**src/verilog/fetch_macros.svh**
```systemverilog
`ifndef FETCH_MACROS_SVH
`define FETCH_MACROS_SVH

// reset fetch address, in kseg1.
`define FETCH_RESET_PC      32'hbfc0_0000
`define FETCH_RESET_PADDR   32'h1fc0_0000

// top three address bits of the unmapped segments.
`define FETCH_SEG_KSEG0     3'b100
`define FETCH_SEG_KSEG1     3'b101

`define FETCH_TLB_ENTRIES   8
`define FETCH_TLB_INDEX_W   3

// memory is indexed by physical address bits 9 to 2.
`define FETCH_MEM_WORDS     256
`define FETCH_MEM_ADDR_W    8

`define FETCH_QUEUE_DEPTH   8

`endif

```
**src/verilog/fetch_pkg.sv**
```systemverilog
package fetch_pkg;

    // segment view of a virtual address.
    typedef struct packed {
        logic [2:0]  seg;
        logic [28:0] offset;
    } seg_view_t;

    // page view of a virtual address.
    typedef struct packed {
        logic [19:0] vpn;
        logic [11:0] page_off;
    } page_view_t;

    typedef union packed {
        seg_view_t  seg;
        page_view_t page;
    } vaddr_t;

    typedef struct packed {
        logic [19:0] vpn;
        logic [19:0] pfn;
        logic        valid;
        logic        cached;
    } tlb_entry_t;

    typedef enum logic [1:0] {
        FAULT_NONE    = 2'd0,
        FAULT_MISS    = 2'd1,
        FAULT_INVALID = 2'd2,
        FAULT_ILLEGAL = 2'd3
    } fault_kind_t;

endpackage

```
**src/verilog/tlb_port_if.sv**
```systemverilog
`timescale 1ns/1ps

// one lookup port, result valid in the same cycle as the address.
interface tlb_port_if;
    logic [31:0] vaddr;
    logic [31:0] paddr;
    logic        miss;
    logic        illegal;
    logic        invalid;
    logic        uncached;

    modport requester (
        output vaddr,
        input  paddr, miss, illegal, invalid, uncached
    );

    modport translator (
        input  vaddr,
        output paddr, miss, illegal, invalid, uncached
    );

endinterface

```
**src/verilog/itlb.sv**
```systemverilog
`timescale 1ns/1ps
`include "fetch_macros.svh"

module itlb (
    input  logic                          clk,
    input  logic                          rst,
    input  logic                          we,
    input  logic [`FETCH_TLB_INDEX_W-1:0] index,
    input  fetch_pkg::tlb_entry_t         entry,

    tlb_port_if.translator                bran_port,
    tlb_port_if.translator                seq0_port,
    tlb_port_if.translator                seq1_port
);

    fetch_pkg::tlb_entry_t tlb_table [`FETCH_TLB_ENTRIES];

    logic [31:0] va [3];
    logic [31:0] pa [3];
    logic [2:0]  miss;
    logic [2:0]  illegal;
    logic [2:0]  invalid;
    logic [2:0]  uncached;

    // reset tags point above kuseg so no lookup hits an unwritten entry.
    always_ff @(posedge clk) begin
        if (rst) begin
            for (int e = 0; e < `FETCH_TLB_ENTRIES; e++) begin
                tlb_table[e] <= '{vpn: 20'h80000 | 20'(e), pfn: 20'h0,
                                  valid: 1'b0, cached: 1'b0};
            end
        end else if (we) begin
            tlb_table[index] <= entry;
        end
    end

    assign va[0] = bran_port.vaddr;
    assign va[1] = seq0_port.vaddr;
    assign va[2] = seq1_port.vaddr;

    for (genvar p = 0; p < 3; p++) begin : g_port
        fetch_pkg::vaddr_t             v;
        fetch_pkg::tlb_entry_t         sel;
        logic [`FETCH_TLB_ENTRIES-1:0] hit;

        assign v = va[p];

        for (genvar e = 0; e < `FETCH_TLB_ENTRIES; e++) begin : g_cmp
            assign hit[e] = (tlb_table[e].vpn == v.page.vpn);
        end

        always_comb begin
            sel         = '0;
            pa[p]       = {3'b000, v.seg.offset};
            miss[p]     = 1'b0;
            illegal[p]  = 1'b0;
            invalid[p]  = 1'b0;
            uncached[p] = 1'b0;
            for (int e = 0; e < `FETCH_TLB_ENTRIES; e++) begin
                if (hit[e]) sel = tlb_table[e];
            end
            if (v.page.page_off[1:0] != 2'b00) begin
                illegal[p] = 1'b1;
            end else if (v.seg.seg == `FETCH_SEG_KSEG0) begin
                uncached[p] = 1'b0;
            end else if (v.seg.seg == `FETCH_SEG_KSEG1) begin
                uncached[p] = 1'b1;
            end else if (v.seg.seg[2]) begin
                // kseg2 and kseg3.
                illegal[p] = 1'b1;
            end else if (hit == '0) begin
                miss[p] = 1'b1;
            end else if (!sel.valid) begin
                invalid[p] = 1'b1;
            end else begin
                pa[p]       = {sel.pfn, v.page.page_off};
                uncached[p] = !sel.cached;
            end
        end

        // duplicate tags written by software would make the lookup ambiguous.
        tlb_unique_hit_a: assert property (
            @(posedge clk) disable iff (rst) $onehot0(hit)
        );
    end

    assign bran_port.paddr    = pa[0];
    assign bran_port.miss     = miss[0];
    assign bran_port.illegal  = illegal[0];
    assign bran_port.invalid  = invalid[0];
    assign bran_port.uncached = uncached[0];

    assign seq0_port.paddr    = pa[1];
    assign seq0_port.miss     = miss[1];
    assign seq0_port.illegal  = illegal[1];
    assign seq0_port.invalid  = invalid[1];
    assign seq0_port.uncached = uncached[1];

    assign seq1_port.paddr    = pa[2];
    assign seq1_port.miss     = miss[2];
    assign seq1_port.illegal  = illegal[2];
    assign seq1_port.invalid  = invalid[2];
    assign seq1_port.uncached = uncached[2];

endmodule

```
**src/flat_wrapper.sv**
```systemverilog
// flat-port wrapper written by rule: the top's interface ports become plain ports
module itlb_flat 
  (clk, rst, we, index, entry, bran_port_vaddr, bran_port_paddr, bran_port_miss, bran_port_illegal, bran_port_invalid, bran_port_uncached, seq0_port_vaddr, seq0_port_paddr, seq0_port_miss, seq0_port_illegal, seq0_port_invalid, seq0_port_uncached, seq1_port_vaddr, seq1_port_paddr, seq1_port_miss, seq1_port_illegal, seq1_port_invalid, seq1_port_uncached);
  tlb_port_if bran_port_i ();
  tlb_port_if seq0_port_i ();
  tlb_port_if seq1_port_i ();
  input  logic clk;
  input  logic rst;
  input  logic we;
  input  logic [`FETCH_TLB_INDEX_W-1:0] index;
  input  fetch_pkg::tlb_entry_t entry;
  input wire logic [$bits(bran_port_i.vaddr)-1:0] bran_port_vaddr;
  output wire logic [$bits(bran_port_i.paddr)-1:0] bran_port_paddr;
  output wire logic [$bits(bran_port_i.miss)-1:0] bran_port_miss;
  output wire logic [$bits(bran_port_i.illegal)-1:0] bran_port_illegal;
  output wire logic [$bits(bran_port_i.invalid)-1:0] bran_port_invalid;
  output wire logic [$bits(bran_port_i.uncached)-1:0] bran_port_uncached;
  input wire logic [$bits(seq0_port_i.vaddr)-1:0] seq0_port_vaddr;
  output wire logic [$bits(seq0_port_i.paddr)-1:0] seq0_port_paddr;
  output wire logic [$bits(seq0_port_i.miss)-1:0] seq0_port_miss;
  output wire logic [$bits(seq0_port_i.illegal)-1:0] seq0_port_illegal;
  output wire logic [$bits(seq0_port_i.invalid)-1:0] seq0_port_invalid;
  output wire logic [$bits(seq0_port_i.uncached)-1:0] seq0_port_uncached;
  input wire logic [$bits(seq1_port_i.vaddr)-1:0] seq1_port_vaddr;
  output wire logic [$bits(seq1_port_i.paddr)-1:0] seq1_port_paddr;
  output wire logic [$bits(seq1_port_i.miss)-1:0] seq1_port_miss;
  output wire logic [$bits(seq1_port_i.illegal)-1:0] seq1_port_illegal;
  output wire logic [$bits(seq1_port_i.invalid)-1:0] seq1_port_invalid;
  output wire logic [$bits(seq1_port_i.uncached)-1:0] seq1_port_uncached;
  assign bran_port_i.vaddr = bran_port_vaddr;
  assign bran_port_paddr = bran_port_i.paddr;
  assign bran_port_miss = bran_port_i.miss;
  assign bran_port_illegal = bran_port_i.illegal;
  assign bran_port_invalid = bran_port_i.invalid;
  assign bran_port_uncached = bran_port_i.uncached;
  assign seq0_port_i.vaddr = seq0_port_vaddr;
  assign seq0_port_paddr = seq0_port_i.paddr;
  assign seq0_port_miss = seq0_port_i.miss;
  assign seq0_port_illegal = seq0_port_i.illegal;
  assign seq0_port_invalid = seq0_port_i.invalid;
  assign seq0_port_uncached = seq0_port_i.uncached;
  assign seq1_port_i.vaddr = seq1_port_vaddr;
  assign seq1_port_paddr = seq1_port_i.paddr;
  assign seq1_port_miss = seq1_port_i.miss;
  assign seq1_port_illegal = seq1_port_i.illegal;
  assign seq1_port_invalid = seq1_port_i.invalid;
  assign seq1_port_uncached = seq1_port_i.uncached;
  itlb u_core (.clk(clk), .rst(rst), .we(we), .index(index), .entry(entry), .bran_port(bran_port_i), .seq0_port(seq0_port_i), .seq1_port(seq1_port_i));
endmodule
```
**config.mk**
```make
export PLATFORM = sky130hd
export DESIGN_NAME = itlb_flat
export DESIGN_NICKNAME = d
export VERILOG_FILES = /design/src/verilog/fetch_pkg.sv /design/src/verilog/tlb_port_if.sv /design/src/verilog/itlb.sv /design/src/flat_wrapper.sv
export VERILOG_INCLUDE_DIRS = /design/src /design/src/verilog
export SDC_FILE = /design/constraint.sdc
export NUM_CORES = 1
export LEC_CHECK = 0
export CAP_MARGIN = 20
export CORE_MARGIN = 2
export CORE_UTILIZATION = 35
export DETAILED_ROUTE_END_ITERATION = 7
export DONT_BUFFER_PORTS = 1
export SYNTH_ARGS = -nofsm -noshare
export SYNTH_HDL_FRONTEND = slang
export SYNTH_SLANG_ARGS = --single-unit
```
**constraint.sdc**
```tcl
create_clock -name clk -period 2.8 [get_ports clk]
set_input_delay 0.14 -clock clk [delete_from_list [all_inputs] [get_ports clk]]
set_output_delay 0.14 -clock clk [all_outputs]
set_load 0.02 [all_outputs]
```
==> impl_metrics.tcl <==
set metrics [dict create \
    status "finished with violations" \
    violations "setup timing" \
    portBuffers 0 \
    crit_fanout 8 \
    critPathTopFamily "compound AO/OA/AOI/OAI gates" \
    drcViolationCount 0 \
    yosys_warnings 0 \
    viasPerCell 6.16 \
    comb_power_share 0.133 \
    hold_violations 0 \
    fin_nets 2642 \
    grt_pass1_wl_um 158000 \
    synth_cell_types 68 \
    grt_overflow 0 \
    arrival_ns 3.71 \
    synth.cell_area_sq_um 23200 \
    power_frac_seq 0.462 \
    path_buf_inv 4 \
    worstSetupEndpointType "output pin" \
    grt_pass1_vias 20068 \
    crit_chain "buf_6 > xor2_2 > nor4_4 > nand3_4 > a211oi_4 > a221o_1 > a211oi_2 > a2111o_1 > nor2_4 > buf_6 > buf_12 > mux2i_4 > buf_6" \
    grt_usage 0.332 \
    async_flop_share 0 \
    yosysMostFrequentCell "edfxtp_1" \
    avgSynthCellArea_sq_um 10.5 \
    synth_edf_count 336 \
    p_sw_mw 3.56 \
    cp_slowest_cell "edfxtp_1" \
    regMostFlops "u_core.tlb_table" \
    vdd_drop_max_uv 519 \
    ys_seq_area_frac 0.435 \
    p_int_mw 9.87 \
    sw_frac_of_total 0.265 \
    syn2layout_area_growth_pct 30.1 \
    die_area_sq_um 68300 \
    timing.hold.ws_ns 0.0964 \
    clock_sinks 336 \
    ys_seq_elements 336 \
    start_util 0.353 \
    h-tree-depth 2 \
    drtIter0Drc 2885 \
    reg_top3 "u_core.tlb_table: 336 flops" \
    die_y_um 261 \
    period_share 1.37 \
    pwr-share-clk 0.405 \
    wirelength_um 116000 \
    synth_ff_type "edfxtp_1" \
    ant_nets 0 \
    vias 20924 \
    crit_required_ns 2.66 \
    finalSetupViolCount 69 \
    rows 94 \
    first_pass_iters 6 \
    gp_congestion 1.02 \
    syn_nets 2347 \
    wl_per_cell_um 34.1 \
    core_sq_um 65600 \
    fmax_mhz 260 \
    drv_cap 0 \
    power_leakage_nw 10.9 \
    cts_tree "yes" \
    dpl.hpwl_um 76300 \
    fin_crit_ns 3.85 \
    synth.largest_area_cell "edfxtp_1" \
    relSlewSlack 0.268 \
    rsz0062_at_grt "true" \
    grt_max_degree 43 \
    synth_area_leaders "edfxtp_1 44%, xor2_1 9.5%, xnor2_1 8.6%" \
    antenna_found_initial 10 \
    worstMarginPinSlew_ns 1.09 \
    clockBufferDepth 3 \
    synthDominantCellAreaShare 0.435 \
    numCtsBuffers 41 \
    slew_violations 0 \
    hp-class "in2reg" \
    final_core_util 0.459 \
    largest_reg_flops 336 \
    cellPowerDensity_nw_per_um2 445 \
    cp-start-kind "register" \
    criticalPathCategory "reg2out" \
    path_common_cell "buf_6" \
    clk_pin_slew_ns 0.06 \
    io_pins 252 \
    cp_slowest_stage_delay_ns 0.41 \
    cts_root_buf "clkbuf_16" \
    fin_ws_ns -1.05 \
    syn_inst 2203 \
    die_w_um 261 \
    synth_common_cells "336 x edfxtp_1, 319 x and2_1, 252 x xor2_1" \
    drive_gt1_frac 0.273 \
]
-- per-layer routing --
metal | GRT usage | part of all wire | vias up
met4 | 0.147 | 0.054 | 6
met1 | 0.434 | 0.38 | 10371
met3 | 0.0867 | 0.12 | 397
li1 | - | - | 8516
met5 | 0 | 0.00036 | -
met2 | 0.519 | 0.44 | 1634
-- cells in the final DEF (no fill, tap or decap), types with 65 or more instances in the layout --
cell      count
edfxtp_1    336
and2_1      318
buf_4       292
xor2_1      239
xnor2_1     225
nand2_1     101
buf_6        74
nand4_1      65
-- cells by family after synthesis --
kind of cell	after synthesis	synth area share
xor+xnor	480	0.181
mux	95	0.0471
compound gates	294	0.0948
simple gates	763	0.190
flops	336	0.435
buf+inv	235	0.0516
-- final cells by class --
| class | count | area [sq um] |
|---|---|---|
| Timing Repair Buffer | 448 | 4220 |
| Clock inverter | 26 | 262 |
| Inverter | 39 | 146 |
| Tap cell | 864 | 1080 |
| Sequential cell | 336 | 10100 |
| Fill cell | 6039 | 35500 |
| Clock buffer | 47 | 1050 |
| Multi-Input combinational cell | 1632 | 13300 |
| Antenna cell | 6 | 15.0 |
-- stage by stage --
step / instances / setup TNS [ns] / cell area [sq um] / setup slack, ns / power (mW)
final: 3398 / -56.79 / 30100 / -1.05 / 13.4
after global routing: 3393 / -62.00 / 30100 / -1.10 / 13.8
after CTS: 3366 / -57.09 / 29000 / -0.985 / 13.3
after detailed placement: 3206 / -32.09 / 26100 / -0.775 / 7.71
after global placement: 3206 / -32.80 / 26100 / -0.780 / 7.70
after floorplan: 2203 / -0.00535 / 23200 / -0.00268 / 7.35
-- final timing paths --
check                                      to                     from  depth (start not counted)
worst max-delay path      bran_port_paddr[24]  u_core.tlb_table[0][24]                         13
worst min-delay path  u_core.tlb_table[2][41]                 index[1]                          2
-- timing repair --
action | in CTS | in global routing
endpoints found under the setup margin | 69 | 69
resized for setup | 162 | 175
hold buffers | 42 | 0
endpoints found under the hold margin | 336 | 0
pin swaps | 53 | 55
cloned | 2 | 1
buffers inserted | 52 | 36
-- power groups by stage --
stage          clock network (mW)  logic (mW)  registers [mW]
2_1_floorplan                   0        1.13            6.22
3_3_place_gp                    0        1.42            6.28
3_5_place_dp                    0        1.42            6.29
4_1_cts                      5.46        1.66            6.18
5_1_grt                      5.65        1.89            6.23
6_report                     5.43        1.79            6.21
(Power assumes the default switching activity.)
