$ cat src/verilog/fetch_macros.svh
`ifndef FETCH_MACROS_SVH
`define FETCH_MACROS_SVH

// reset fetch address, in kseg1.
`define FETCH_RESET_PC      32'hbfc0_0000
`define FETCH_RESET_PADDR   32'h1fc0_0000

// top three address bits of the unmapped segments.
`define FETCH_SEG_KSEG0     3'b100
`define FETCH_SEG_KSEG1     3'b101

`define FETCH_TLB_ENTRIES   8
`define FETCH_TLB_INDEX_W   3

// memory is indexed by physical address bits 9 to 2.
`define FETCH_MEM_WORDS     256
`define FETCH_MEM_ADDR_W    8

`define FETCH_QUEUE_DEPTH   8

`endif

$ cat src/verilog/fetch_pkg.sv
package fetch_pkg;

    // segment view of a virtual address.
    typedef struct packed {
        logic [2:0]  seg;
        logic [28:0] offset;
    } seg_view_t;

    // page view of a virtual address.
    typedef struct packed {
        logic [19:0] vpn;
        logic [11:0] page_off;
    } page_view_t;

    typedef union packed {
        seg_view_t  seg;
        page_view_t page;
    } vaddr_t;

    typedef struct packed {
        logic [19:0] vpn;
        logic [19:0] pfn;
        logic        valid;
        logic        cached;
    } tlb_entry_t;

    typedef enum logic [1:0] {
        FAULT_NONE    = 2'd0,
        FAULT_MISS    = 2'd1,
        FAULT_INVALID = 2'd2,
        FAULT_ILLEGAL = 2'd3
    } fault_kind_t;

endpackage

$ cat src/verilog/tlb_port_if.sv
`timescale 1ns/1ps

// one lookup port, result valid in the same cycle as the address.
interface tlb_port_if;
    logic [31:0] vaddr;
    logic [31:0] paddr;
    logic        miss;
    logic        illegal;
    logic        invalid;
    logic        uncached;

    modport requester (
        output vaddr,
        input  paddr, miss, illegal, invalid, uncached
    );

    modport translator (
        input  vaddr,
        output paddr, miss, illegal, invalid, uncached
    );

endinterface

$ cat src/verilog/pc.sv
`timescale 1ns/1ps
`include "fetch_macros.svh"

module pc (
    input  logic                   clk,
    input  logic                   rst,
    input  logic                   pc_en,
    input  logic                   inst_ok_1,
    input  logic                   inst_ok_2,
    input  logic                   fifo_full,

    input  logic                   branch_taken,
    input  logic [31:0]            branch_address,
    input  logic                   exception_taken,
    input  logic [31:0]            exception_address,

    tlb_port_if.requester          bran_port,
    tlb_port_if.requester          seq0_port,
    tlb_port_if.requester          seq1_port,

    output logic [31:0]            pc_address,
    output logic [31:0]            pc_address_psy,
    output logic                   tlb_miss,
    output logic                   tlb_illegal,
    output logic                   tlb_invalid,
    output logic                   tlb_uncached
);

    fetch_pkg::vaddr_t exc_va;

    logic [31:0] pc_next;
    logic [31:0] psy_next;
    logic        miss_next;
    logic        illegal_next;
    logic        invalid_next;
    logic        uncached_next;

    assign exc_va = exception_address;

    // candidates offered to the itlb.
    assign bran_port.vaddr = branch_address;
    assign seq0_port.vaddr = pc_address + 32'd4;
    assign seq1_port.vaddr = pc_address + 32'd8;

    always_comb begin
        pc_next       = pc_address;
        psy_next      = pc_address_psy;
        miss_next     = tlb_miss;
        illegal_next  = tlb_illegal;
        invalid_next  = tlb_invalid;
        uncached_next = tlb_uncached;
        if (pc_en) begin
            if (exception_taken) begin
                // vectors live in kseg0/kseg1, so strip the segment bits.
                pc_next       = exception_address;
                psy_next      = {3'b000, exc_va.seg.offset};
                miss_next     = 1'b0;
                illegal_next  = (exception_address[1:0] != 2'b00);
                invalid_next  = 1'b0;
                uncached_next = exc_va.seg.seg[0];
            end else if (branch_taken) begin
                pc_next       = branch_address;
                psy_next      = bran_port.paddr;
                miss_next     = bran_port.miss;
                illegal_next  = bran_port.illegal;
                invalid_next  = bran_port.invalid;
                uncached_next = bran_port.uncached;
            end else if (fifo_full) begin
                // hold.
                pc_next = pc_address;
            end else if (inst_ok_1 && inst_ok_2) begin
                pc_next       = seq1_port.vaddr;
                psy_next      = seq1_port.paddr;
                miss_next     = seq1_port.miss;
                illegal_next  = seq1_port.illegal;
                invalid_next  = seq1_port.invalid;
                uncached_next = seq1_port.uncached;
            end else if (inst_ok_1) begin
                pc_next       = seq0_port.vaddr;
                psy_next      = seq0_port.paddr;
                miss_next     = seq0_port.miss;
                illegal_next  = seq0_port.illegal;
                invalid_next  = seq0_port.invalid;
                uncached_next = seq0_port.uncached;
            end
        end
    end

    always_ff @(posedge clk) begin
        if (rst) begin
            pc_address     <= `FETCH_RESET_PC;
            pc_address_psy <= `FETCH_RESET_PADDR;
            tlb_miss       <= 1'b0;
            tlb_illegal    <= 1'b0;
            tlb_invalid    <= 1'b0;
            tlb_uncached   <= 1'b1;
        end else begin
            pc_address     <= pc_next;
            pc_address_psy <= psy_next;
            tlb_miss       <= miss_next;
            tlb_illegal    <= illegal_next;
            tlb_invalid    <= invalid_next;
            tlb_uncached   <= uncached_next;
        end
    end

    // an unaligned pc must always come with the illegal flag from the itlb.
    pc_aligned_a: assert property (
        @(posedge clk) disable iff (rst)
        !tlb_illegal |-> (pc_address[1:0] == 2'b00)
    );

endmodule

$ cat src/flat_wrapper.sv
// flat-port wrapper written by rule: the top's interface ports become plain ports
module pc_flat 
  (clk, rst, pc_en, inst_ok_1, inst_ok_2, fifo_full, branch_taken, branch_address, exception_taken, exception_address, pc_address, pc_address_psy, tlb_miss, tlb_illegal, tlb_invalid, tlb_uncached, bran_port_vaddr, bran_port_paddr, bran_port_miss, bran_port_illegal, bran_port_invalid, bran_port_uncached, seq0_port_vaddr, seq0_port_paddr, seq0_port_miss, seq0_port_illegal, seq0_port_invalid, seq0_port_uncached, seq1_port_vaddr, seq1_port_paddr, seq1_port_miss, seq1_port_illegal, seq1_port_invalid, seq1_port_uncached);
  tlb_port_if bran_port_i ();
  tlb_port_if seq0_port_i ();
  tlb_port_if seq1_port_i ();
  input  logic clk;
  input  logic rst;
  input  logic pc_en;
  input  logic inst_ok_1;
  input  logic inst_ok_2;
  input  logic fifo_full;
  input  logic branch_taken;
  input  logic [31:0] branch_address;
  input  logic exception_taken;
  input  logic [31:0] exception_address;
  output logic [31:0] pc_address;
  output logic [31:0] pc_address_psy;
  output logic tlb_miss;
  output logic tlb_illegal;
  output logic tlb_invalid;
  output logic tlb_uncached;
  output wire logic [$bits(bran_port_i.vaddr)-1:0] bran_port_vaddr;
  input wire logic [$bits(bran_port_i.paddr)-1:0] bran_port_paddr;
  input wire logic [$bits(bran_port_i.miss)-1:0] bran_port_miss;
  input wire logic [$bits(bran_port_i.illegal)-1:0] bran_port_illegal;
  input wire logic [$bits(bran_port_i.invalid)-1:0] bran_port_invalid;
  input wire logic [$bits(bran_port_i.uncached)-1:0] bran_port_uncached;
  output wire logic [$bits(seq0_port_i.vaddr)-1:0] seq0_port_vaddr;
  input wire logic [$bits(seq0_port_i.paddr)-1:0] seq0_port_paddr;
  input wire logic [$bits(seq0_port_i.miss)-1:0] seq0_port_miss;
  input wire logic [$bits(seq0_port_i.illegal)-1:0] seq0_port_illegal;
  input wire logic [$bits(seq0_port_i.invalid)-1:0] seq0_port_invalid;
  input wire logic [$bits(seq0_port_i.uncached)-1:0] seq0_port_uncached;
  output wire logic [$bits(seq1_port_i.vaddr)-1:0] seq1_port_vaddr;
  input wire logic [$bits(seq1_port_i.paddr)-1:0] seq1_port_paddr;
  input wire logic [$bits(seq1_port_i.miss)-1:0] seq1_port_miss;
  input wire logic [$bits(seq1_port_i.illegal)-1:0] seq1_port_illegal;
  input wire logic [$bits(seq1_port_i.invalid)-1:0] seq1_port_invalid;
  input wire logic [$bits(seq1_port_i.uncached)-1:0] seq1_port_uncached;
  assign bran_port_vaddr = bran_port_i.vaddr;
  assign bran_port_i.paddr = bran_port_paddr;
  assign bran_port_i.miss = bran_port_miss;
  assign bran_port_i.illegal = bran_port_illegal;
  assign bran_port_i.invalid = bran_port_invalid;
  assign bran_port_i.uncached = bran_port_uncached;
  assign seq0_port_vaddr = seq0_port_i.vaddr;
  assign seq0_port_i.paddr = seq0_port_paddr;
  assign seq0_port_i.miss = seq0_port_miss;
  assign seq0_port_i.illegal = seq0_port_illegal;
  assign seq0_port_i.invalid = seq0_port_invalid;
  assign seq0_port_i.uncached = seq0_port_uncached;
  assign seq1_port_vaddr = seq1_port_i.vaddr;
  assign seq1_port_i.paddr = seq1_port_paddr;
  assign seq1_port_i.miss = seq1_port_miss;
  assign seq1_port_i.illegal = seq1_port_illegal;
  assign seq1_port_i.invalid = seq1_port_invalid;
  assign seq1_port_i.uncached = seq1_port_uncached;
  pc u_core (.clk(clk), .rst(rst), .pc_en(pc_en), .inst_ok_1(inst_ok_1), .inst_ok_2(inst_ok_2), .fifo_full(fifo_full), .branch_taken(branch_taken), .branch_address(branch_address), .exception_taken(exception_taken), .exception_address(exception_address), .bran_port(bran_port_i), .seq0_port(seq0_port_i), .seq1_port(seq1_port_i), .pc_address(pc_address), .pc_address_psy(pc_address_psy), .tlb_miss(tlb_miss), .tlb_illegal(tlb_illegal), .tlb_invalid(tlb_invalid), .tlb_uncached(tlb_uncached));
endmodule
$ cat config.mk
export PLATFORM = sky130hd
export DESIGN_NAME = pc_flat
export DESIGN_NICKNAME = d
export VERILOG_FILES = /design/src/verilog/fetch_pkg.sv /design/src/verilog/tlb_port_if.sv /design/src/verilog/pc.sv /design/src/flat_wrapper.sv
export VERILOG_INCLUDE_DIRS = /design/src /design/src/verilog
export SDC_FILE = /design/constraint.sdc
export NUM_CORES = 1
export LEC_CHECK = 0
export ABC_AREA = 1
export ABC_CLOCK_PERIOD_IN_PS = 1820
export BUFFER_PORTS_ARGS = -buffer_cell sky130_fd_sc_hd__buf_2
export CORE_AREA = 2 2 134 136
export CTS_CLUSTER_SIZE = 24
export DETAILED_ROUTE_END_ITERATION = 12
export DIE_AREA = 0 0 136 138
export MAX_ROUTING_LAYER = met4
export PLACE_DENSITY = 0.62
export SYNTH_ARGS = -nofsm -noshare
export SYNTH_HDL_FRONTEND = slang
export SYNTH_SLANG_ARGS = --single-unit
$ cat constraint.sdc
create_clock -name clk -period 1.82 [get_ports clk]
set_input_delay 0.273 -clock clk [delete_from_list [all_inputs] [get_ports clk]]
set_output_delay 0.273 -clock clk [all_outputs]
set_load 0.02 [all_outputs]
==> flow_summary.json <==
{
  "clock-sinks": 68,
  "met1_length_um": 11800,
  "num_rows": 49,
  "rsz0062_at_grt": "yes",
  "finalSetupViolations": 48,
  "gr-total-overflow": 0,
  "wl_met2_um": 14100,
  "timing.rr.end": "u_core.pc_address[21]",
  "drc": 0,
  "wl_per_cell_um": 18.2,
  "ys_top_cells_by_area": "dfxtp_1 24%, nand2_1 19%, nand3_1 7.3%",
  "yosys.area.top_type_share_pct": 23.7,
  "drt-pass1-iter-count": 5,
  "routabilityCongestion": 0.959,
  "holdCritStartpoint": "bran_port_paddr[20]",
  "vias_per_cell": 5.09,
  "syn-num-nets": 1134,
  "totalWireLength_um": 28300,
  "die_area_um2": 18800,
  "die_w_um": 136,
  "synthDistinctLibCells": 32,
  "worst_slew_pin_slew_ns": 0.409,
  "drive_gt1_share_pct": 48.5,
  "area_delta_synth_final_pct": 61.7,
  "r2r_slack_ns": 0.06,
  "post-synth-top-count-cell": "nand2_1",
  "place_inst": 1507,
  "cts.clk_slew.worst_paths_ns": 0.07,
  "switchingPower_uw": 2110,
  "critPathLaunchType": "flop",
  "yosysWarnings": 0,
  "clock_path_buffers": 2,
  "grt_max_degree": 57,
  "maxSlewHeadroom_pct": 72.7,
  "syn_area_per_cell_um2": 6.03,
  "worstHoldEndpoint": "u_core.pc_address_psy[20]",
  "fin_util_pct": 52.9,
  "synth_seq_cells": 68,
  "fin_hold_ws_ns": 0.197,
  "maxCapViolCount": 0,
  "path_buf_inv": 2,
  "ys.flop_type": "dfxtp_1",
  "intPower_uw": 3330,
  "synth_cells": 952,
  "slowest_stage": "dfxtp_2",
  "worst_ep_required_time_ns": 1.55,
  "crit_chain": "nand2_4, nor2_4, nand2_4, buf_4, nor2_2, nand3_1, nand2_2, buf_4",
  "cp_data_arrival_time_ns": 1.75,
  "violations": "negative setup slack",
  "cts_root_buffer": "clkbuf_16",
  "drt-initial-drc-count": 515,
  "die_h_um": 138,
  "route.met3.wl_um": 1830,
  "power_density_nw_per_um2": 586,
  "synthArstFlopShare_pct": 0,
  "holdPathStages": 3,
  "dp_hpwl_um": 21800,
  "core_um2": 17500,
  "status": "complete, but fails checks",
  "peakVddDrop_mv": 0.443,
  "endpoint_kind": "primary output",
  "swShare_pct": 38.8,
  "cts_tree": "built",
  "grt_usage_pct": 29.8,
  "r2r_cells": 12,
  "finalSetupTns_ns": -6.26,
  "path_delay_family": "simple AND/OR/NAND/NOR gates",
  "synth_top_cell_by_area": "dfxtp_1",
  "final_hold_viol_count": 0,
  "p_clk_share_pct": 31.3,
  "synth_edf_count": 0,
  "leakagePower_uw": 0.00476,
  "syn_area_um2": 5740,
  "top_layer_used": "met4",
  "cts_max_level": 3,
  "initial_utilization_pct": 32.7,
  "finalClockSkew_ns": 0.0117,
  "yosys-top-cells-count": "286 x nand2_1, 84 x nand3_1, 83 x o21ai_0",
  "startpoint": "u_core.pc_address[8]",
  "finalNonFillerCells": 1557,
  "worst_slack_ns": -0.201,
  "r2r-start": "u_core.pc_address[3]",
  "post-place-ws_ns": -0.0674,
  "numCtsBuffers": 9,
  "min_path_type": "in2reg",
  "portBuffers": 343,
  "final_max_slew_viol_count": 0,
  "io_pins": 344,
  "antenna_left": 0,
  "crit_type": "reg2out",
  "antenna_found_initial": 5,
  "layout.nets": 1500,
  "fill_cells": 1817,
  "hold_buffers": 0,
  "grt_pass1_vias": 7384,
  "vias": 7927,
  "max_freq_mhz": 495,
  "comb_power_share_pct": 36.8,
  "cp_slowest_stage_delay_ns": 0.40,
  "min_period_ns": 2.02,
  "crit_fanout": 4,
  "insertion_delay_ns": 0.35,
  "pwr-share-seq_pct": 31.9,
  "grt_pass1_wl_um": 41600,
  "ys_seq_area_share_pct": 23.7,
  "finalCritPeriodShare_pct": 111
}
cell type report:
type	count	area, um2	share of cell area [%]
multi-input combinational	714	4190	45.2
timing repair buffer	445	2780	30.0
sequential	68	1430	15.5
inverter	80	303	3.26
tap	229	287	3.09
clock buffer	11	233	2.51
clock inverter	5	38.8	0.418
antenna	5	12.5	0.135
stage by stage:
stage | instance area [um2] | power, uW
3_5_place_dp | 7900 | 3570
6_report | 9280 | 5430
4_1_cts | 8760 | 5380
5_1_grt | 9280 | 5690
2_1_floorplan | 5760 | 2790
3_3_place_gp | 7900 | 3570
per-layer routing:
metal	track usage, %	vias up
li1	-	3853
met1	37.0	3710
met2	49.6	329
met3	5.46	35
met4	7.68	0
met5	-	-
cells in the final DEF, fill, tap and decap left out, drive strengths merged:
| cell type | netlist | layout |
|---|---|---|
| buf | 66 | 445 |
| nand2 | 295 | 295 |
| o21ai | 95 | 95 |
| nand3 | 87 | 87 |
| nor2 | 80 | 80 |
| inv | 79 | 79 |
| dfxtp | 68 | 68 |
| a21oi | 50 | 50 |
| o211ai | 18 | 18 |
| xor2 | 18 | 18 |
| a22o | 14 | 14 |
| a221oi | 13 | 13 |
| clkbuf | 24 | 11 |
| nand4 | 9 | 9 |
| a31oi | 9 | 9 |
| o21bai | 8 | 8 |
| a41oi | 7 | 7 |
| diode | 0 | 5 |
| clkinv | 1 | 5 |
| nor3 | 3 | 3 |
| xnor2 | 3 | 3 |
| ha | 2 | 2 |
| nand3b | 1 | 1 |
| o21a | 1 | 1 |
| o221ai | 1 | 1 |
| clkinvlp | 0 | 1 |
worst max path at each step:
| stage | endpoint | cells past startpoint |
|---|---|---|
| floorplan | seq0_port_vaddr[23] | 7 |
| global placement | seq0_port_vaddr[25] | 9 |
| detailed placement | seq1_port_vaddr[27] | 9 |
| CTS | seq0_port_vaddr[26] | 8 |
| global route | seq0_port_vaddr[21] | 8 |
| finish | seq0_port_vaddr[21] | 8 |
worst register-to-register path: stages, from the launching register on:
cell and delay [ns]:
dfxtp_4 0.38, ha_4 0.17, nand3_4 0.11, nor2_4 0.15, nand2_4 0.09, o21ai_2 0.15
nand2_2 0.09, buf_6 0.12, buf_6 0.10, buf_6 0.10, nand2_2 0.05, nand3_2 0.06
a21oi_1 0.13
power by group through the flow:
stage / sequential (uW) / combinational, uW / clock (uW)
after floorplan: 1890 / 905 / 0
after global placement: 1740 / 1820 / 0
after detailed placement: 1740 / 1830 / 0
after CTS: 1720 / 1930 / 1730
after global routing: 1750 / 2150 / 1790
final: 1730 / 2000 / 1700
flip-flops by register name, summed over array words and instances (netlist names):
signal	count
u_core.pc_address	32
u_core.pc_address_psy	32
u_core.tlb_illegal	1
u_core.tlb_invalid	1
u_core.tlb_miss	1
u_core.tlb_uncached	1
kinds of logic after synthesis:
logic type,synth area share [%]
flip-flops,23.7
adder cells (fa/ha/maj),0.436
AND/OR/NAND/NOR,35.9
AO/OA/AOI/OAI,22.5
buffers and inverters,14.2
XOR/XNOR,3.21
repair_timing:
action                     in CTS  in global routing
gates cloned                    0                  0
setup endpoints to repair      54                 54
gates resized for setup       150                116
setup buffers                  17                 17
pin swaps                      33                 34
(Power assumes the default switching activity.)
